**src/design/t04Pkg.sv**
```systemverilog
package t04Pkg;

  // one display byte entry: dcx flag on top, byte below
  localparam int entryW = 9;

  // digit reading of a key code
  typedef struct packed {
    logic       isFunc;
    logic [3:0] value;
  } keyDigitT;

  // function reading of a key code
  typedef struct packed {
    logic       isFunc;
    logic [3:0] op;
  } keyFuncT;

  // isFunc picks which reading applies
  typedef union packed {
    keyDigitT digit;
    keyFuncT  func;
  } keyCodeT;

  // function ops, others ignored by the editor
  localparam logic [3:0] funcClear     = 4'd0;
  localparam logic [3:0] funcBackspace = 4'd1;
  localparam logic [3:0] funcEnter     = 4'd2;

  // display controller opcodes
  localparam logic [7:0] opClearScreen = 8'h01;
  localparam logic [7:0] opColumnSet   = 8'h2A;
  localparam logic [7:0] opRowSet      = 8'h2B;
  localparam logic [7:0] opMemWrite    = 8'h2C;

  // character codes
  localparam logic [7:0] asciiZero  = 8'h30;
  localparam logic [7:0] asciiSpace = 8'h20;

endpackage

```
**src/design/keypadScanner.sv**
```systemverilog
`timescale 1ns/1ps
`default_nettype none

module keypadScanner #(
  parameter int DEBOUNCE = 4
) (
  input  logic            hz100,
  input  logic            arstN,
  input  logic [3:0]      row,
  output logic [3:0]      column,
  output logic            keyValid,
  input  logic            keyReady,
  output t04Pkg::keyCodeT keyCode
);
  import t04Pkg::*;

  localparam int cntW = $clog2(DEBOUNCE + 1);

  // column currently strobed low
  logic [1:0]      colIdx;
  // partial snapshot, filled one column per cycle
  logic [15:0]     roundAcc;
  logic [15:0]     roundNow;
  logic [15:0]     prevRound;
  logic [cntW-1:0] stableCnt;
  logic [cntW-1:0] nextCnt;
  // cleared once a press fires, set by an empty round
  logic            armed;
  logic            roundEnd;
  logic            singleKey;
  logic            fire;
  logic            pending;
  logic [3:0]      keyPos;

  // position to key code lookup
  function automatic keyCodeT posToKey(input logic [3:0] pos);
    keyCodeT code;
    code.func.isFunc = 1'b1;
    case (pos)
      4'd10:   code.func.op = funcClear;
      4'd11:   code.func.op = funcBackspace;
      4'd12:   code.func.op = funcEnter;
      4'd13:   code.func.op = 4'd3;
      4'd14:   code.func.op = 4'd4;
      4'd15:   code.func.op = 4'd5;
      default: begin
        code.digit.isFunc = 1'b0;
        code.digit.value  = pos;
      end
    endcase
    return code;
  endfunction

  // one-hot low strobe
  assign column = ~(4'b0001 << colIdx);

  // merge this cycle's row sample into the snapshot
  always_comb begin
    roundNow = roundAcc;
    for (int r = 0; r < 4; r++) begin
      roundNow[r * 4 + int'(colIdx)] = ~row[r];
    end
  end

  // snapshot complete on the last column
  assign roundEnd  = (colIdx == 2'd3);
  assign singleKey = (roundNow != 16'd0) && ((roundNow & (roundNow - 16'd1)) == 16'd0);

  // stability count over whole rounds, saturates at DEBOUNCE
  always_comb begin
    if (!singleKey) begin
      nextCnt = '0;
    end else if (roundNow != prevRound) begin
      nextCnt = cntW'(1);
    end else if (stableCnt != cntW'(DEBOUNCE)) begin
      nextCnt = stableCnt + cntW'(1);
    end else begin
      nextCnt = stableCnt;
    end
  end

  // index of the single pressed key
  always_comb begin
    keyPos = 4'd0;
    for (int p = 0; p < 16; p++) begin
      if (roundNow[p]) keyPos = 4'(p);
    end
  end

  assign fire    = roundEnd && armed && singleKey && (nextCnt == cntW'(DEBOUNCE));
  // a key still waiting for the editor
  assign pending = keyValid && !keyReady;

  always_ff @(posedge hz100 or negedge arstN) begin
    if (!arstN) begin
      colIdx    <= 2'd0;
      prevRound <= 16'd0;
      stableCnt <= '0;
      armed     <= 1'b1;
      keyValid  <= 1'b0;
    end else begin
      colIdx <= colIdx + 2'd1;
      if (keyValid && keyReady) keyValid <= 1'b0;
      if (roundEnd) begin
        prevRound <= roundNow;
        stableCnt <= nextCnt;
        if (roundNow == 16'd0) begin
          armed <= 1'b1;
        end else if (fire) begin
          armed <= 1'b0;
        end
        // press is dropped if one is still pending
        if (fire && !pending) keyValid <= 1'b1;
      end
    end
  end

  always_ff @(posedge hz100) begin
    roundAcc <= roundNow;
    if (fire && !pending) keyCode <= posToKey(keyPos);
  end

endmodule

`default_nettype wire

```
**src/design/keyEntryEditor.sv**
```systemverilog
`timescale 1ns/1ps
`default_nettype none

module keyEntryEditor #(
  parameter int COLS = 16,
  parameter int ROWS = 4
) (
  input  logic                      hz100,
  input  logic                      arstN,
  input  logic                      keyValid,
  output logic                      keyReady,
  input  t04Pkg::keyCodeT           keyCode,
  output logic                      entryValid,
  output logic [t04Pkg::entryW-1:0] entry,
  input  logic                      entryReady
);
  import t04Pkg::*;

  localparam int colW = (COLS > 1) ? $clog2(COLS) : 1;
  localparam int rowW = (ROWS > 1) ? $clog2(ROWS) : 1;

  // text cursor
  logic [colW-1:0] curCol;
  logic [rowW-1:0] curRow;
  logic [rowW-1:0] nextRow;
  // position and glyph of the sequence in flight
  logic [colW-1:0] seqCol;
  logic [rowW-1:0] seqRow;
  logic [7:0]      charByte;
  // index into the six-entry write sequence
  logic [2:0]      step;
  logic            busy;
  // single-entry clear sequence
  logic            isClear;
  logic            lastStep;
  logic            keyTake;
  logic            entryTake;

  assign keyReady   = !busy;
  assign entryValid = busy;
  assign keyTake    = keyValid && keyReady;
  assign entryTake  = entryValid && entryReady;
  assign lastStep   = isClear || (step == 3'd5);

  // row after the cursor row wrapping at ROWS
  assign nextRow = (curRow == rowW'(ROWS - 1)) ? '0 : curRow + rowW'(1);

  always_ff @(posedge hz100 or negedge arstN) begin
    if (!arstN) begin
      curCol  <= '0;
      curRow  <= '0;
      step    <= 3'd0;
      busy    <= 1'b0;
      isClear <= 1'b0;
    end else begin
      if (entryTake) begin
        if (lastStep) begin
          busy <= 1'b0;
          step <= 3'd0;
        end else begin
          step <= step + 3'd1;
        end
      end
      if (keyTake) begin
        if (!keyCode.digit.isFunc) begin
          // digit writes then advances with a wrap onto the next row
          busy    <= 1'b1;
          isClear <= 1'b0;
          if (curCol == colW'(COLS - 1)) begin
            curCol <= '0;
            curRow <= nextRow;
          end else begin
            curCol <= curCol + colW'(1);
          end
        end else begin
          case (keyCode.func.op)
            funcBackspace: begin
              // nothing to erase at column 0
              if (curCol != '0) begin
                busy    <= 1'b1;
                isClear <= 1'b0;
                curCol  <= curCol - colW'(1);
              end
            end
            funcClear: begin
              busy    <= 1'b1;
              isClear <= 1'b1;
              curCol  <= '0;
              curRow  <= '0;
            end
            funcEnter: begin
              // cursor move only with no bus traffic
              curCol <= '0;
              curRow <= nextRow;
            end
            default: begin
              // remaining ops leave cursor and bus alone
            end
          endcase
        end
      end
    end
  end

  // sequence payload latched at key accept
  always_ff @(posedge hz100) begin
    if (keyTake) begin
      seqRow <= curRow;
      if (keyCode.func.isFunc) begin
        // backspace blanks the cell left of the cursor
        seqCol   <= curCol - colW'(1);
        charByte <= asciiSpace;
      end else begin
        seqCol   <= curCol;
        charByte <= asciiZero + {4'd0, keyCode.digit.value};
      end
    end
  end

  // entry for the current step with the dcx flag on top
  always_comb begin
    if (isClear) begin
      entry = {1'b0, opClearScreen};
    end else begin
      case (step)
        3'd0:    entry = {1'b0, opColumnSet};
        3'd1:    entry = {1'b1, 8'(seqCol)};
        3'd2:    entry = {1'b0, opRowSet};
        3'd3:    entry = {1'b1, 8'(seqRow)};
        3'd4:    entry = {1'b0, opMemWrite};
        default: entry = {1'b1, charByte};
      endcase
    end
  end

endmodule

`default_nettype wire

```
**src/design/screenWriter.sv**
```systemverilog
`timescale 1ns/1ps
`default_nettype none

module screenWriter (
  input  logic                      hz100,
  input  logic                      arstN,
  input  logic                      entryValid,
  output logic                      entryReady,
  input  logic [t04Pkg::entryW-1:0] entry,
  output logic                      screenCsx,
  output logic                      screenDcx,
  output logic                      screenWrx,
  output logic [7:0]                screenData
);
  import t04Pkg::*;

  // idle doubles as the wrx-high latch cycle
  localparam logic [1:0] phIdle   = 2'd0;
  localparam logic [1:0] phSetup  = 2'd1;
  localparam logic [1:0] phStrobe = 2'd2;

  logic [1:0] phase;
  logic       take;

  assign entryReady = (phase == phIdle);
  assign take       = entryValid && entryReady;

  always_ff @(posedge hz100 or negedge arstN) begin
    if (!arstN) begin
      phase      <= phIdle;
      screenCsx  <= 1'b1;
      screenWrx  <= 1'b1;
      screenDcx  <= 1'b1;
      screenData <= 8'd0;
    end else begin
      case (phase)
        phIdle: begin
          if (take) begin
            // select chip, present dcx and byte
            phase      <= phSetup;
            screenCsx  <= 1'b0;
            screenDcx  <= entry[entryW-1];
            screenData <= entry[entryW-2:0];
          end else begin
            // deselect only when nothing is queued
            screenCsx <= 1'b1;
          end
        end
        phSetup: begin
          screenWrx <= 1'b0;
          phase     <= phStrobe;
        end
        phStrobe: begin
          // rising wrx latches the byte
          screenWrx <= 1'b1;
          phase     <= phIdle;
        end
        default: begin
          phase <= phIdle;
        end
      endcase
    end
  end

endmodule

`default_nettype wire

```
**src/design/t04Top.sv**
```systemverilog
`timescale 1ns/1ps
`default_nettype none

module t04Top #(
  parameter int DEBOUNCE = 4,
  parameter int COLS     = 16,
  parameter int ROWS     = 4
) (
  input  logic       hz100,
  input  logic       arstN,
  input  logic [3:0] row,
  output logic [3:0] column,
  output logic       screenCsx,
  output logic       screenDcx,
  output logic       screenWrx,
  output logic [7:0] screenData
);
  import t04Pkg::*;

  // scanner to editor
  logic              keyValid;
  logic              keyReady;
  keyCodeT           keyCode;
  // editor to writer
  logic              entryValid;
  logic              entryReady;
  logic [entryW-1:0] entry;

  // keypad scan and debounce
  keypadScanner #(
    .DEBOUNCE(DEBOUNCE)
  ) scanner (
    .hz100   (hz100),
    .arstN   (arstN),
    .row     (row),
    .column  (column),
    .keyValid(keyValid),
    .keyReady(keyReady),
    .keyCode (keyCode)
  );

  // cursor and byte sequences
  keyEntryEditor #(
    .COLS(COLS),
    .ROWS(ROWS)
  ) editor (
    .hz100     (hz100),
    .arstN     (arstN),
    .keyValid  (keyValid),
    .keyReady  (keyReady),
    .keyCode   (keyCode),
    .entryValid(entryValid),
    .entry     (entry),
    .entryReady(entryReady)
  );

  // 8080 write cycles
  screenWriter writer (
    .hz100     (hz100),
    .arstN     (arstN),
    .entryValid(entryValid),
    .entryReady(entryReady),
    .entry     (entry),
    .screenCsx (screenCsx),
    .screenDcx (screenDcx),
    .screenWrx (screenWrx),
    .screenData(screenData)
  );

endmodule

`default_nettype wire

```
**config.mk**
```make
export PLATFORM = sky130hd
export DESIGN_NAME = t04Top
export DESIGN_NICKNAME = d
export VERILOG_FILES = /design/src/design/t04Pkg.sv /design/src/design/keypadScanner.sv /design/src/design/keyEntryEditor.sv /design/src/design/screenWriter.sv /design/src/design/t04Top.sv
export SDC_FILE = /design/constraint.sdc
export NUM_CORES = 1
export LEC_CHECK = 0
export BUFFER_PORTS_ARGS = -buffer_cell sky130_fd_sc_hd__buf_2
export CELL_PAD_IN_SITES_DETAIL_PLACEMENT = 2
export CELL_PAD_IN_SITES_GLOBAL_PLACEMENT = 2
export CORE_MARGIN = 3
export CORE_UTILIZATION = 41
export CTS_CLUSTER_SIZE = 30
export DETAILED_ROUTE_END_ITERATION = 10
export GPL_ROUTABILITY_DRIVEN = 0
export HOLD_SLACK_MARGIN = 0.1
export PLACE_DENSITY_LB_ADDON = 0.1
export SYNTH_ARGS = -nofsm -noshare
export SYNTH_HDL_FRONTEND = slang
export SYNTH_HIERARCHICAL = 1
export SYNTH_SLANG_ARGS = --single-unit
```
**constraint.sdc**
```tcl
create_clock -name hz100 -period 3.5 [get_ports hz100]
set_input_delay 0.35 -clock hz100 [delete_from_list [all_inputs] [get_ports hz100]]
set_output_delay 0.35 -clock hz100 [all_outputs]
set_load 0.01 [all_outputs]
```
### After elaboration in Yosys (flattened, before gate mapping)

Cells that the tools add are included.

| word-level totals | value |
|---|---|
| register bits | 82 |
| input bits | 6 |
| logic and storage cells | 166 |

| operators by class | value |
|---|---|
| add/sub/neg operators | 11 |
| $lt $le $gt $ge | 8 |
| equality and inequality tests | 26 |
| shift operators | 1 |
| mux-type cells | 62 |
| bitwise gates (word level) | 6 |
| reduce and logical (&&, ||, !) cells | 32 |

Operators with widths:

| cell | count |
|---|---|
| $ge A32 B1 Y1 const B | 3 |
| $lt A32 B6 Y1 const B | 3 |
| $bwmux W16 | 4 |
| $mux W4 | 12 |
| $pmux W9 S5 | 1 |
| $logic_not A16 Y1 | 2 |
| $eq A4 B4 Y1 const B | 7 |
| $mux W3 | 8 |
| $pmux W4 S6 | 1 |
| $mux W1 | 19 |
| $and A16 B16 Y16 | 1 |
| $ne A16 B16 Y1 | 1 |
| $reduce_bool A16 Y1 | 1 |
| $sub A16 B1 Y16 const B | 1 |
| $demux W1 S4 | 3 |
| $logic_and A1 B1 Y1 | 12 |
| $mux W2 | 6 |
| $add A4 B2 Y5 const A | 2 |
| $eq A3 B3 Y1 const B | 3 |
| $mux W9 | 1 |
| $reduce_and A3 Y1 | 3 |
| $pmux W2 S2 | 2 |
| $pmux W4 S2 | 1 |
| $add A6 B4 Y7 const A | 1 |
| other kinds (32) | 48 |

### Depth between registers and ports, before layout

Gate-level depths: netlist (run 1).

| logic depth | value |
|---|---|
| word-level depth | 26 |
| depth in mapped cells | 11 |
| depth with buffers taken out | 10 |

### By module

The synthesis (run 1) kept the hierarchy.

By module, submodules not included:

| module | instances | cells an instance | area each (µm²) |
|---|---|---|---|
| keypadScanner | 1 | 233 | 2302.2 |
| keyEntryEditor | 1 | 134 | 1350.0 |
| screenWriter | 1 | 35 | 549.3 |

### Least setup slack after synthesis (run 1)

No wires, ideal clock.

| path | value |
|---|---|
| path kind | flip-flop to flip-flop |
| start point | reg scanner.colIdx[0] |
| end point | reg scanner/keyCode[0] (netlist name) (enable) |
| setup time | 0.342 ns |
| data arrival time | 2.532 ns |
| data required time | 3.158 ns |
| path slack | 0.626 ns |
| cell stages (with the launch flop) | 11 |
| clock period less this slack | 2.874 ns |
| cells stage by stage | dfrtp_1 inv_1 ha_1 buf_6 nor2_2 o221ai_2 or4_4 o31a_1 a211oi_4 nand4_2 nor3_2 |

| on the way | value |
|---|---|
| word-level cells in the longest chain between the ends | 16 |
| elaborated cells on any way between the ends | 41 |
| those cells by class | add/sub (4); order compare (8); eq/ne (3); mux (14); bitwise (1); reduce/logical (11) |

RTL lines:

| what | RTL line | source |
|---|---|---|
| start: declaration | keypadScanner.sv:20 | `logic [1:0] colIdx;` |
| start signal: assignment | keypadScanner.sv:102 | `colIdx <= colIdx + 2'd1;` |
| $add A3 B2 Y4, or another cell as far along | keypadScanner.sv:61 | `roundNow[r * 4 + int'(colIdx)] = ~row[r];` |
| $ge A32 B1 Y1 (not written as such), or another cell as far along | keypadScanner.sv:61 |  |
| $logic_and A1 B1 Y1 (not written as such) or $mux W1 (tied branches) | keypadScanner.sv:61 |  |
| $mux W1 (not written as such) or $demux W1 S2 (tied branches) | -- |  |
| $demux W1 S4 or $bwmux W16 (tied branches) | -- |  |
| $bwmux W16 (3 in a row) | keypadScanner.sv:61 |  |
| $sub A16 B1 Y16 | keypadScanner.sv:67 | `assign singleKey = (roundNow != 16'd0) && ((roundNow & (roundNow - 16'd1)) == 16'd0);` |
| $and A16 B16 Y16 | keypadScanner.sv:67 |  |
| $logic_not A16 Y1 | keypadScanner.sv:67 |  |
| $logic_and A1 B1 Y1 | keypadScanner.sv:67 |  |
| $mux W3 | keypadScanner.sv:71 | `if (!singleKey) begin` |
| $eq A3 B3 Y1 | keypadScanner.sv:90 | `assign fire = roundEnd && armed && singleKey && (nextCnt == cntW'(DEBOUNCE));` |
| $logic_and A1 B1 Y1 * | keypadScanner.sv:90 |  |
| $logic_and A1 B1 Y1 * | keypadScanner.sv:120 | `if (fire && !pending) keyCode <= posToKey(keyPos);` |
| end signal: assignment | keypadScanner.sv:120 |  |
| end: declaration | keypadScanner.sv:13 | `output t04Pkg::keyCodeT keyCode` |

Every way passes the cells marked *; elsewhere a longest branch is shown, timed or not.
A chain may end at the register's enable or synchronous reset.

### Final worst setup path (run 1)

| path | value |
|---|---|
| start point | reg scanner.colIdx[0] |
| end point | reg scanner/keyCode[4] (netlist name) (enable) |

Same word-level chain as after synthesis.

==> metrics.cfg, run 1 <==
[status]
status = completed

[critical_path]
critPathArrivalTime_ns = 3.31
path_class = register to register
reg2reg_to = scanner/keyCode[4]
cp_max_fo = 10
end_kind = register
r2r_start = scanner/colIdx[0]
worstSetupStartpointType = register
rr_worst_depth = 9
required_ns = 3.56
rrSetupSlack_ns = 0.25

[clock_network]
htreeDepth = 3
numCtsBuffers = 9
clock-sinks = 79
clk_pin_slew_worst_paths_ns = 0.08
cts-root-buf = clkbuf_8
postCtsSetupBuffers = 0
insertion_delay_ns = 0.37
cts_tree = built
clockBufferDepth = 2

[timing]
relSlewSlack = 0.538
timing.hold.ws_ns = 0.286
fmax_ghz = 0.307
skew_ns = 0.00727
period_share = 0.929
report.final.setup_viol = 0
worst_pin_slew_ns = 0.693
rsz0062_at_grt = no
fin_tns_setup_ns = 0
drv_slew = 0
hold_viol = 0
finalCriticalPeriod_ns = 3.25

[synthesis]
syn_inst = 402
syn_area_um2 = 4200
yosys.area_share.simple = 0.151
synth_edf_count = 16
synthAdderAreaFrac = 0.0536
ys_ff_latch = 79
synth_top_family_by_area = compound AO/OA/AOI/OAI gates
ys.flop_type = dfrtp_1
synthArstFlopShare = 0.595
yosysSeqAreaShare = 0.472
ys_types = 73
synthXorXnorAreaFrac = 0.0396
synth.area.mux_share = 0.0667
synth.area.top_cells = dfrtp_1 (26%), edfxtp_1 (11%), dfxtp_1 (7.6%), ha_1 (5.4%), mux2_2 (5.4%)
synth_most_common_cell = dfrtp_1
synth_compound_area_frac = 0.164
yosysTopAreaCell = dfrtp_1
synth_top_area_frac = 0.256
syn_avg_cell_area_um2 = 10.5
yosysWarnings = 6
synthTopCellsByCount = dfrtp_1 (43), a21oi_1 (33), nor2_1 (32), inv_1 (31), mux2_2 (20)

[die]
die-area_um2 = 11500
initial_core_util = 0.426
io_pins = 21
core_um2 = 9860
die_w_um = 107
rows = 36
die_y_um = 107

[placed_design]
dp_hpwl_mm = 8.46
io_buffers = 20

[route]
drc = 0
wirelength_mm = 11.6
dr.pass1.iters = 5
vias = 3193
routedWlPerCell_um = 20.2
ant_nets = 0
viasPerCell = 5.56
drt_iter0_drc = 122

[global_routing]
grt_pass1_wl_mm = 19.1
overflow = 0
gr-usage-all-layers = 0.220
antenna_found_initial = 0
grt_pass1_vias = 3565
grt_max_degree = 30

[cells_and_area]
insertedDiodeCount = 0
drive_above_1_share = 0.229
nets = 460
synthToLayoutAreaGrowth_pct = 13.2

[run]
max-cap-violations = 0

[power_and_ir_drop]
power_density_nw_per_um2 = 404
leakage_uw = 0.00203
irDropWorstVdd_mv = 0.309

[hold_path]
hold_end = scanner/prevRound[3]
min_path_cells = 2
hold_class = input port to register
hold_start = row[0]

-- flip-flops by register name, indices dropped and copies added (netlist names), 2 cells and up --
name               flops
scanner/keyCode        5
writer/screenData      8
editor/step            3
scanner/prevRound     16
editor/curRow          2
editor/seqRow          2
scanner/stableCnt      3
scanner/roundAcc      16
editor/curCol          4
writer/phase           2
editor/charByte        5
editor/seqCol          4
scanner/colIdx         2
-- logic make-up after synthesis --
| logic type | after synthesis |
|---|---|
| AND/OR/NAND/NOR | 110 |
| AO/OA/AOI/OAI | 102 |
| flip-flops | 79 |
| buffers and inverters | 48 |
| multiplexers | 25 |
| XOR/XNOR | 19 |
| adder cells (fa/ha/maj) | 18 |
| other | 1 |
-- through the flow --
step	power (uW)	util	std cells	setup WS (ns)	instance area (um^2)
floorplan	1050	-	403	0.626	4210
global placement	1100	0.455	557	0.280	4480
detailed placement	1110	0.455	557	0.0946	4480
CTS	1950	0.480	574	0.0417	4730
global route	2010	0.482	574	0.0569	4760
finish	1920	0.482	574	0.247	4760
-- layer usage --
layer | global-route usage | vias up | routed length, um
li1 | - | 1487 | -
met5 | 0 | - | 0
met2 | 0.386 | 58 | 6220
met1 | 0.259 | 1625 | 4760
met3 | 0.0373 | 23 | 284
met4 | 0.110 | 0 | 348
-- layout make-up --
class | instances | area [um^2]
fillers | 1046 | 5110
multi-input cells | 276 | 2030
flip-flops and latches | 79 | 1980
repair buffers | 34 | 208
well taps | 133 | 166
inverters | 36 | 135
clock buffers | 10 | 128
clock inverters | 6 | 109
-- what timing repair did --
| action | 4_1_cts | 5_1_grt |
|---|---|---|
| hold buffers | 1 | 0 |
| setup endpoints to repair | 0 | 5 |
| gates resized for setup | 0 | 7 |
| endpoints found under the hold margin | 17 | 0 |
-- power by group --
part / leakage [uW] / total (uW) / switching, uW / internal [uW]
sequential: 0.000893 / 965 / 11.9 / 953
combinational: 0.00103 / 128 / 81.2 / 46.5
clock: 0.000110 / 828 / 357 / 472
total: 0.00203 / 1920 / 450 / 1470
-- critical path, stage by stage, from the launching register on --
cell and delay [ns]:
dfrtp_1 0.41, inv_1 0.13, ha_2 0.31, nand2b_1 0.19
o211ai_1 0.24, or4_4 0.58, o31a_1 0.29, a211oi_4 0.25
nand4_2 0.21, nor3_4 0.33
-- worst max path at each step --
stage,slack [ns],start,to
global route,0.06,scanner/colIdx[0],scanner/keyCode[3]
finish,0.25,scanner/colIdx[0],scanner/keyCode[4]
global placement,0.28,scanner/colIdx[0],scanner/keyCode[1]
detailed placement,0.09,scanner/colIdx[0],scanner/keyCode[3]
CTS,0.04,scanner/colIdx[1],scanner/keyCode[0]
floorplan,0.63,scanner/colIdx[0],scanner/keyCode[0]
-- cells in the final DEF, fill, tap and decap left out, drive strengths merged, types with 10 or more instances in the layout --
master / count
buf: 33
xnor2: 17
clkbuf: 10
nand2b: 18
a21oi: 33
dfxtp: 16
inv: 36
mux2: 21
nand2: 18
dfrtp: 43
edfxtp: 16
ha: 18
o21ai: 17
nor2: 34
nor3: 10
Power figures use the tool's default switching activity.
==> run 2, diff against run 1 <==
--- a/config.mk
+++ b/config.mk
@@ -14,7 +14,7 @@
 export DETAILED_ROUTE_END_ITERATION = 10
 export GPL_ROUTABILITY_DRIVEN = 0
 export HOLD_SLACK_MARGIN = 0.1
-export PLACE_DENSITY_LB_ADDON = 0.1
+export PLACE_DENSITY = 0.81
 export SYNTH_ARGS = -nofsm -noshare
 export SYNTH_HDL_FRONTEND = slang
 export SYNTH_HIERARCHICAL = 1
==> run 2 against run 1 <==
Net effect: non-clock buffer count decreased by 2; final area decreased by 0.29%; count of clock-buffer cells in the layout increased by 4; largest cell class unchanged.
==> metrics.cfg, run 2 (synthesis gave the netlist of run 1 again) <==
[status]
status = completed  ; unchanged

[route]
viasPerCell = 5.56  ; about the same
ant_nets = 0  ; unchanged
wirelength_mm = 11.9  ; was 11.6 mm
dr.pass1.iters = 4  ; was 5
vias = 3180  ; was 3193
drc = 0  ; unchanged
drt_iter0_drc = 107  ; was 122
routedWlPerCell_um = 20.8  ; was 20.2 um

[clock_network]
clock-sinks = 79  ; unchanged
cts-root-buf = clkbuf_8  ; unchanged
insertion_delay_ns = 0.37  ; about the same
clockBufferDepth = 2  ; unchanged
cts_tree = built  ; unchanged
htreeDepth = 3  ; unchanged
clk_pin_slew_worst_paths_ns = 0.08  ; about the same
numCtsBuffers = 9  ; unchanged

[power_and_ir_drop]
power_density_nw_per_um2 = 404  ; about the same
irDropWorstVdd_mv = 0.237  ; was 0.309 mV
total_power_uw = 1920  ; about the same
leakage_uw = 0.00204  ; was 0.00203 uW

[timing]
rsz0062_at_grt = no  ; unchanged
drv_slew = 0  ; unchanged
fmax_ghz = 0.307  ; about the same
period_share = 0.932  ; was 0.929
fin_tns_setup_ns = 0  ; unchanged
relSlewSlack = 0.317  ; was 0.538
skew_ns = 0.00946  ; was 0.00727 ns
finalCriticalPeriod_ns = 3.26  ; was 3.25 ns
hold_viol = 0  ; unchanged
report.final.setup_viol = 0  ; unchanged
worst_pin_slew_ns = 1.03  ; was 0.693 ns

[cells_and_area]
synthToLayoutAreaGrowth_pct = 12.9  ; was 13.2%
final_common_cell = dfrtp_1  ; unchanged
insertedDiodeCount = 0  ; unchanged
nets = 458  ; was 460
drive_above_1_share = 0.226  ; was 0.229
reg_top3 = scanner/prevRound: 16 flops, scanner/roundAcc: 16 flops, writer/screenData: 8 flops  ; unchanged
layout.cells.most_common_list = dfrtp_1 (43), a21oi_1 (33), nor2_1 (32)  ; unchanged

[critical_path]
worstSetupStartpointType = register  ; unchanged
required_ns = 3.54  ; was 3.56 ns
cp_max_fo = 19  ; was 10
path_class = register to register  ; unchanged
end_kind = register  ; unchanged
critPathArrivalTime_ns = 3.30  ; was 3.31 ns

[run]
max-cap-violations = 0  ; unchanged

[die]
io_pins = 21  ; unchanged
die_y_um = 107  ; unchanged
die_w_um = 107  ; unchanged
core_um2 = 9860  ; unchanged
rows = 36  ; unchanged
initial_core_util = 0.426  ; unchanged
die-area_um2 = 11500  ; unchanged

[global_routing]
grt_max_degree = 42  ; was 30
gr-usage-all-layers = 0.222  ; was 0.220
grt_pass1_vias = 3556  ; was 3565
overflow = 0  ; unchanged
grt_pass1_wl_mm = 19.4  ; was 19.1 mm
antenna_found_initial = 0  ; unchanged

[hold_path]
hold_class = input port to async pin  ; was input port to register

[placed_design]
dp_hpwl_mm = 8.54  ; was 8.46 mm
io_buffers = 20  ; unchanged

## run 2: final cells by class
class,count,area [um^2]
well taps,133,166
fillers,1023,5120
multi-input cells,276,2030
inverters,36,135
clock buffers,14,184
flip-flops and latches,79,1980
clock inverters,2,60.1
repair buffers,32,190
## run 2: final timing paths
check | start | to | slack [ns] | depth (start not counted)
worst max-delay path | scanner/colIdx[0] | scanner/keyCode[1] | 0.24 | 9
worst min-delay path | arstN | editor/isClear | 0.15 | 1
worst max register to register | scanner/colIdx[0] | scanner/keyCode[1] | 0.24 | 9
worst min register to register | editor/curRow[1] | editor/seqRow[1] | 0.50 | 0
max in group asynchronous | arstN | writer/screenCsx | 2.57 | 2
min in group hz100 | row[0] | scanner/prevRound[3] | 0.30 | 2
## run 2: per-layer routing
metal	vias up	share of wire	track usage
met5	-	0	0
met4	0	0.014	0.0676
met3	13	0.030	0.0518
met2	47	0.55	0.415
met1	1630	0.41	0.247
li1	1490	-	-
## run 2: through the flow
step / setup slack [ns] / cells / hold WS [ns] / instance area [um^2] / utilization
after floorplan: 0.626 / 403 / 0.0544 / 4210 / -
after global placement: 0.287 / 556 / 0.478 / 4480 / 0.454
after detailed placement: 0.110 / 556 / 0.475 / 4480 / 0.454
after CTS: 0.0354 / 572 / 0.176 / 4720 / 0.479
after global routing: 0.0222 / 572 / 0.205 / 4740 / 0.481
final: 0.240 / 572 / 0.147 / 4740 / 0.481
## run 2: worst max-delay path: stages (launching register included)
cell       delay [ns]
dfrtp_1          0.40
ha_1             0.41
buf_4            0.32
nand2b_1         0.22
o211ai_1         0.16
a2111oi_0        0.35
o32ai_1          0.19
nor4_2           0.31
nand4_2          0.23
nor3_4           0.34
## run 2: where the power goes
group / total, uW / internal, uW / switching (uW)
Combinational: 121 / 43.6 / 77.8
Sequential: 965 / 953 / 11.6
Clock: 829 / 485 / 344
## run 2: what timing repair did
item / in CTS / in global routing
hold buffers: 0 / 0
resized for setup: 0 / 5
buffers inserted: 0 / 0
setup endpoints to repair: 0 / 5
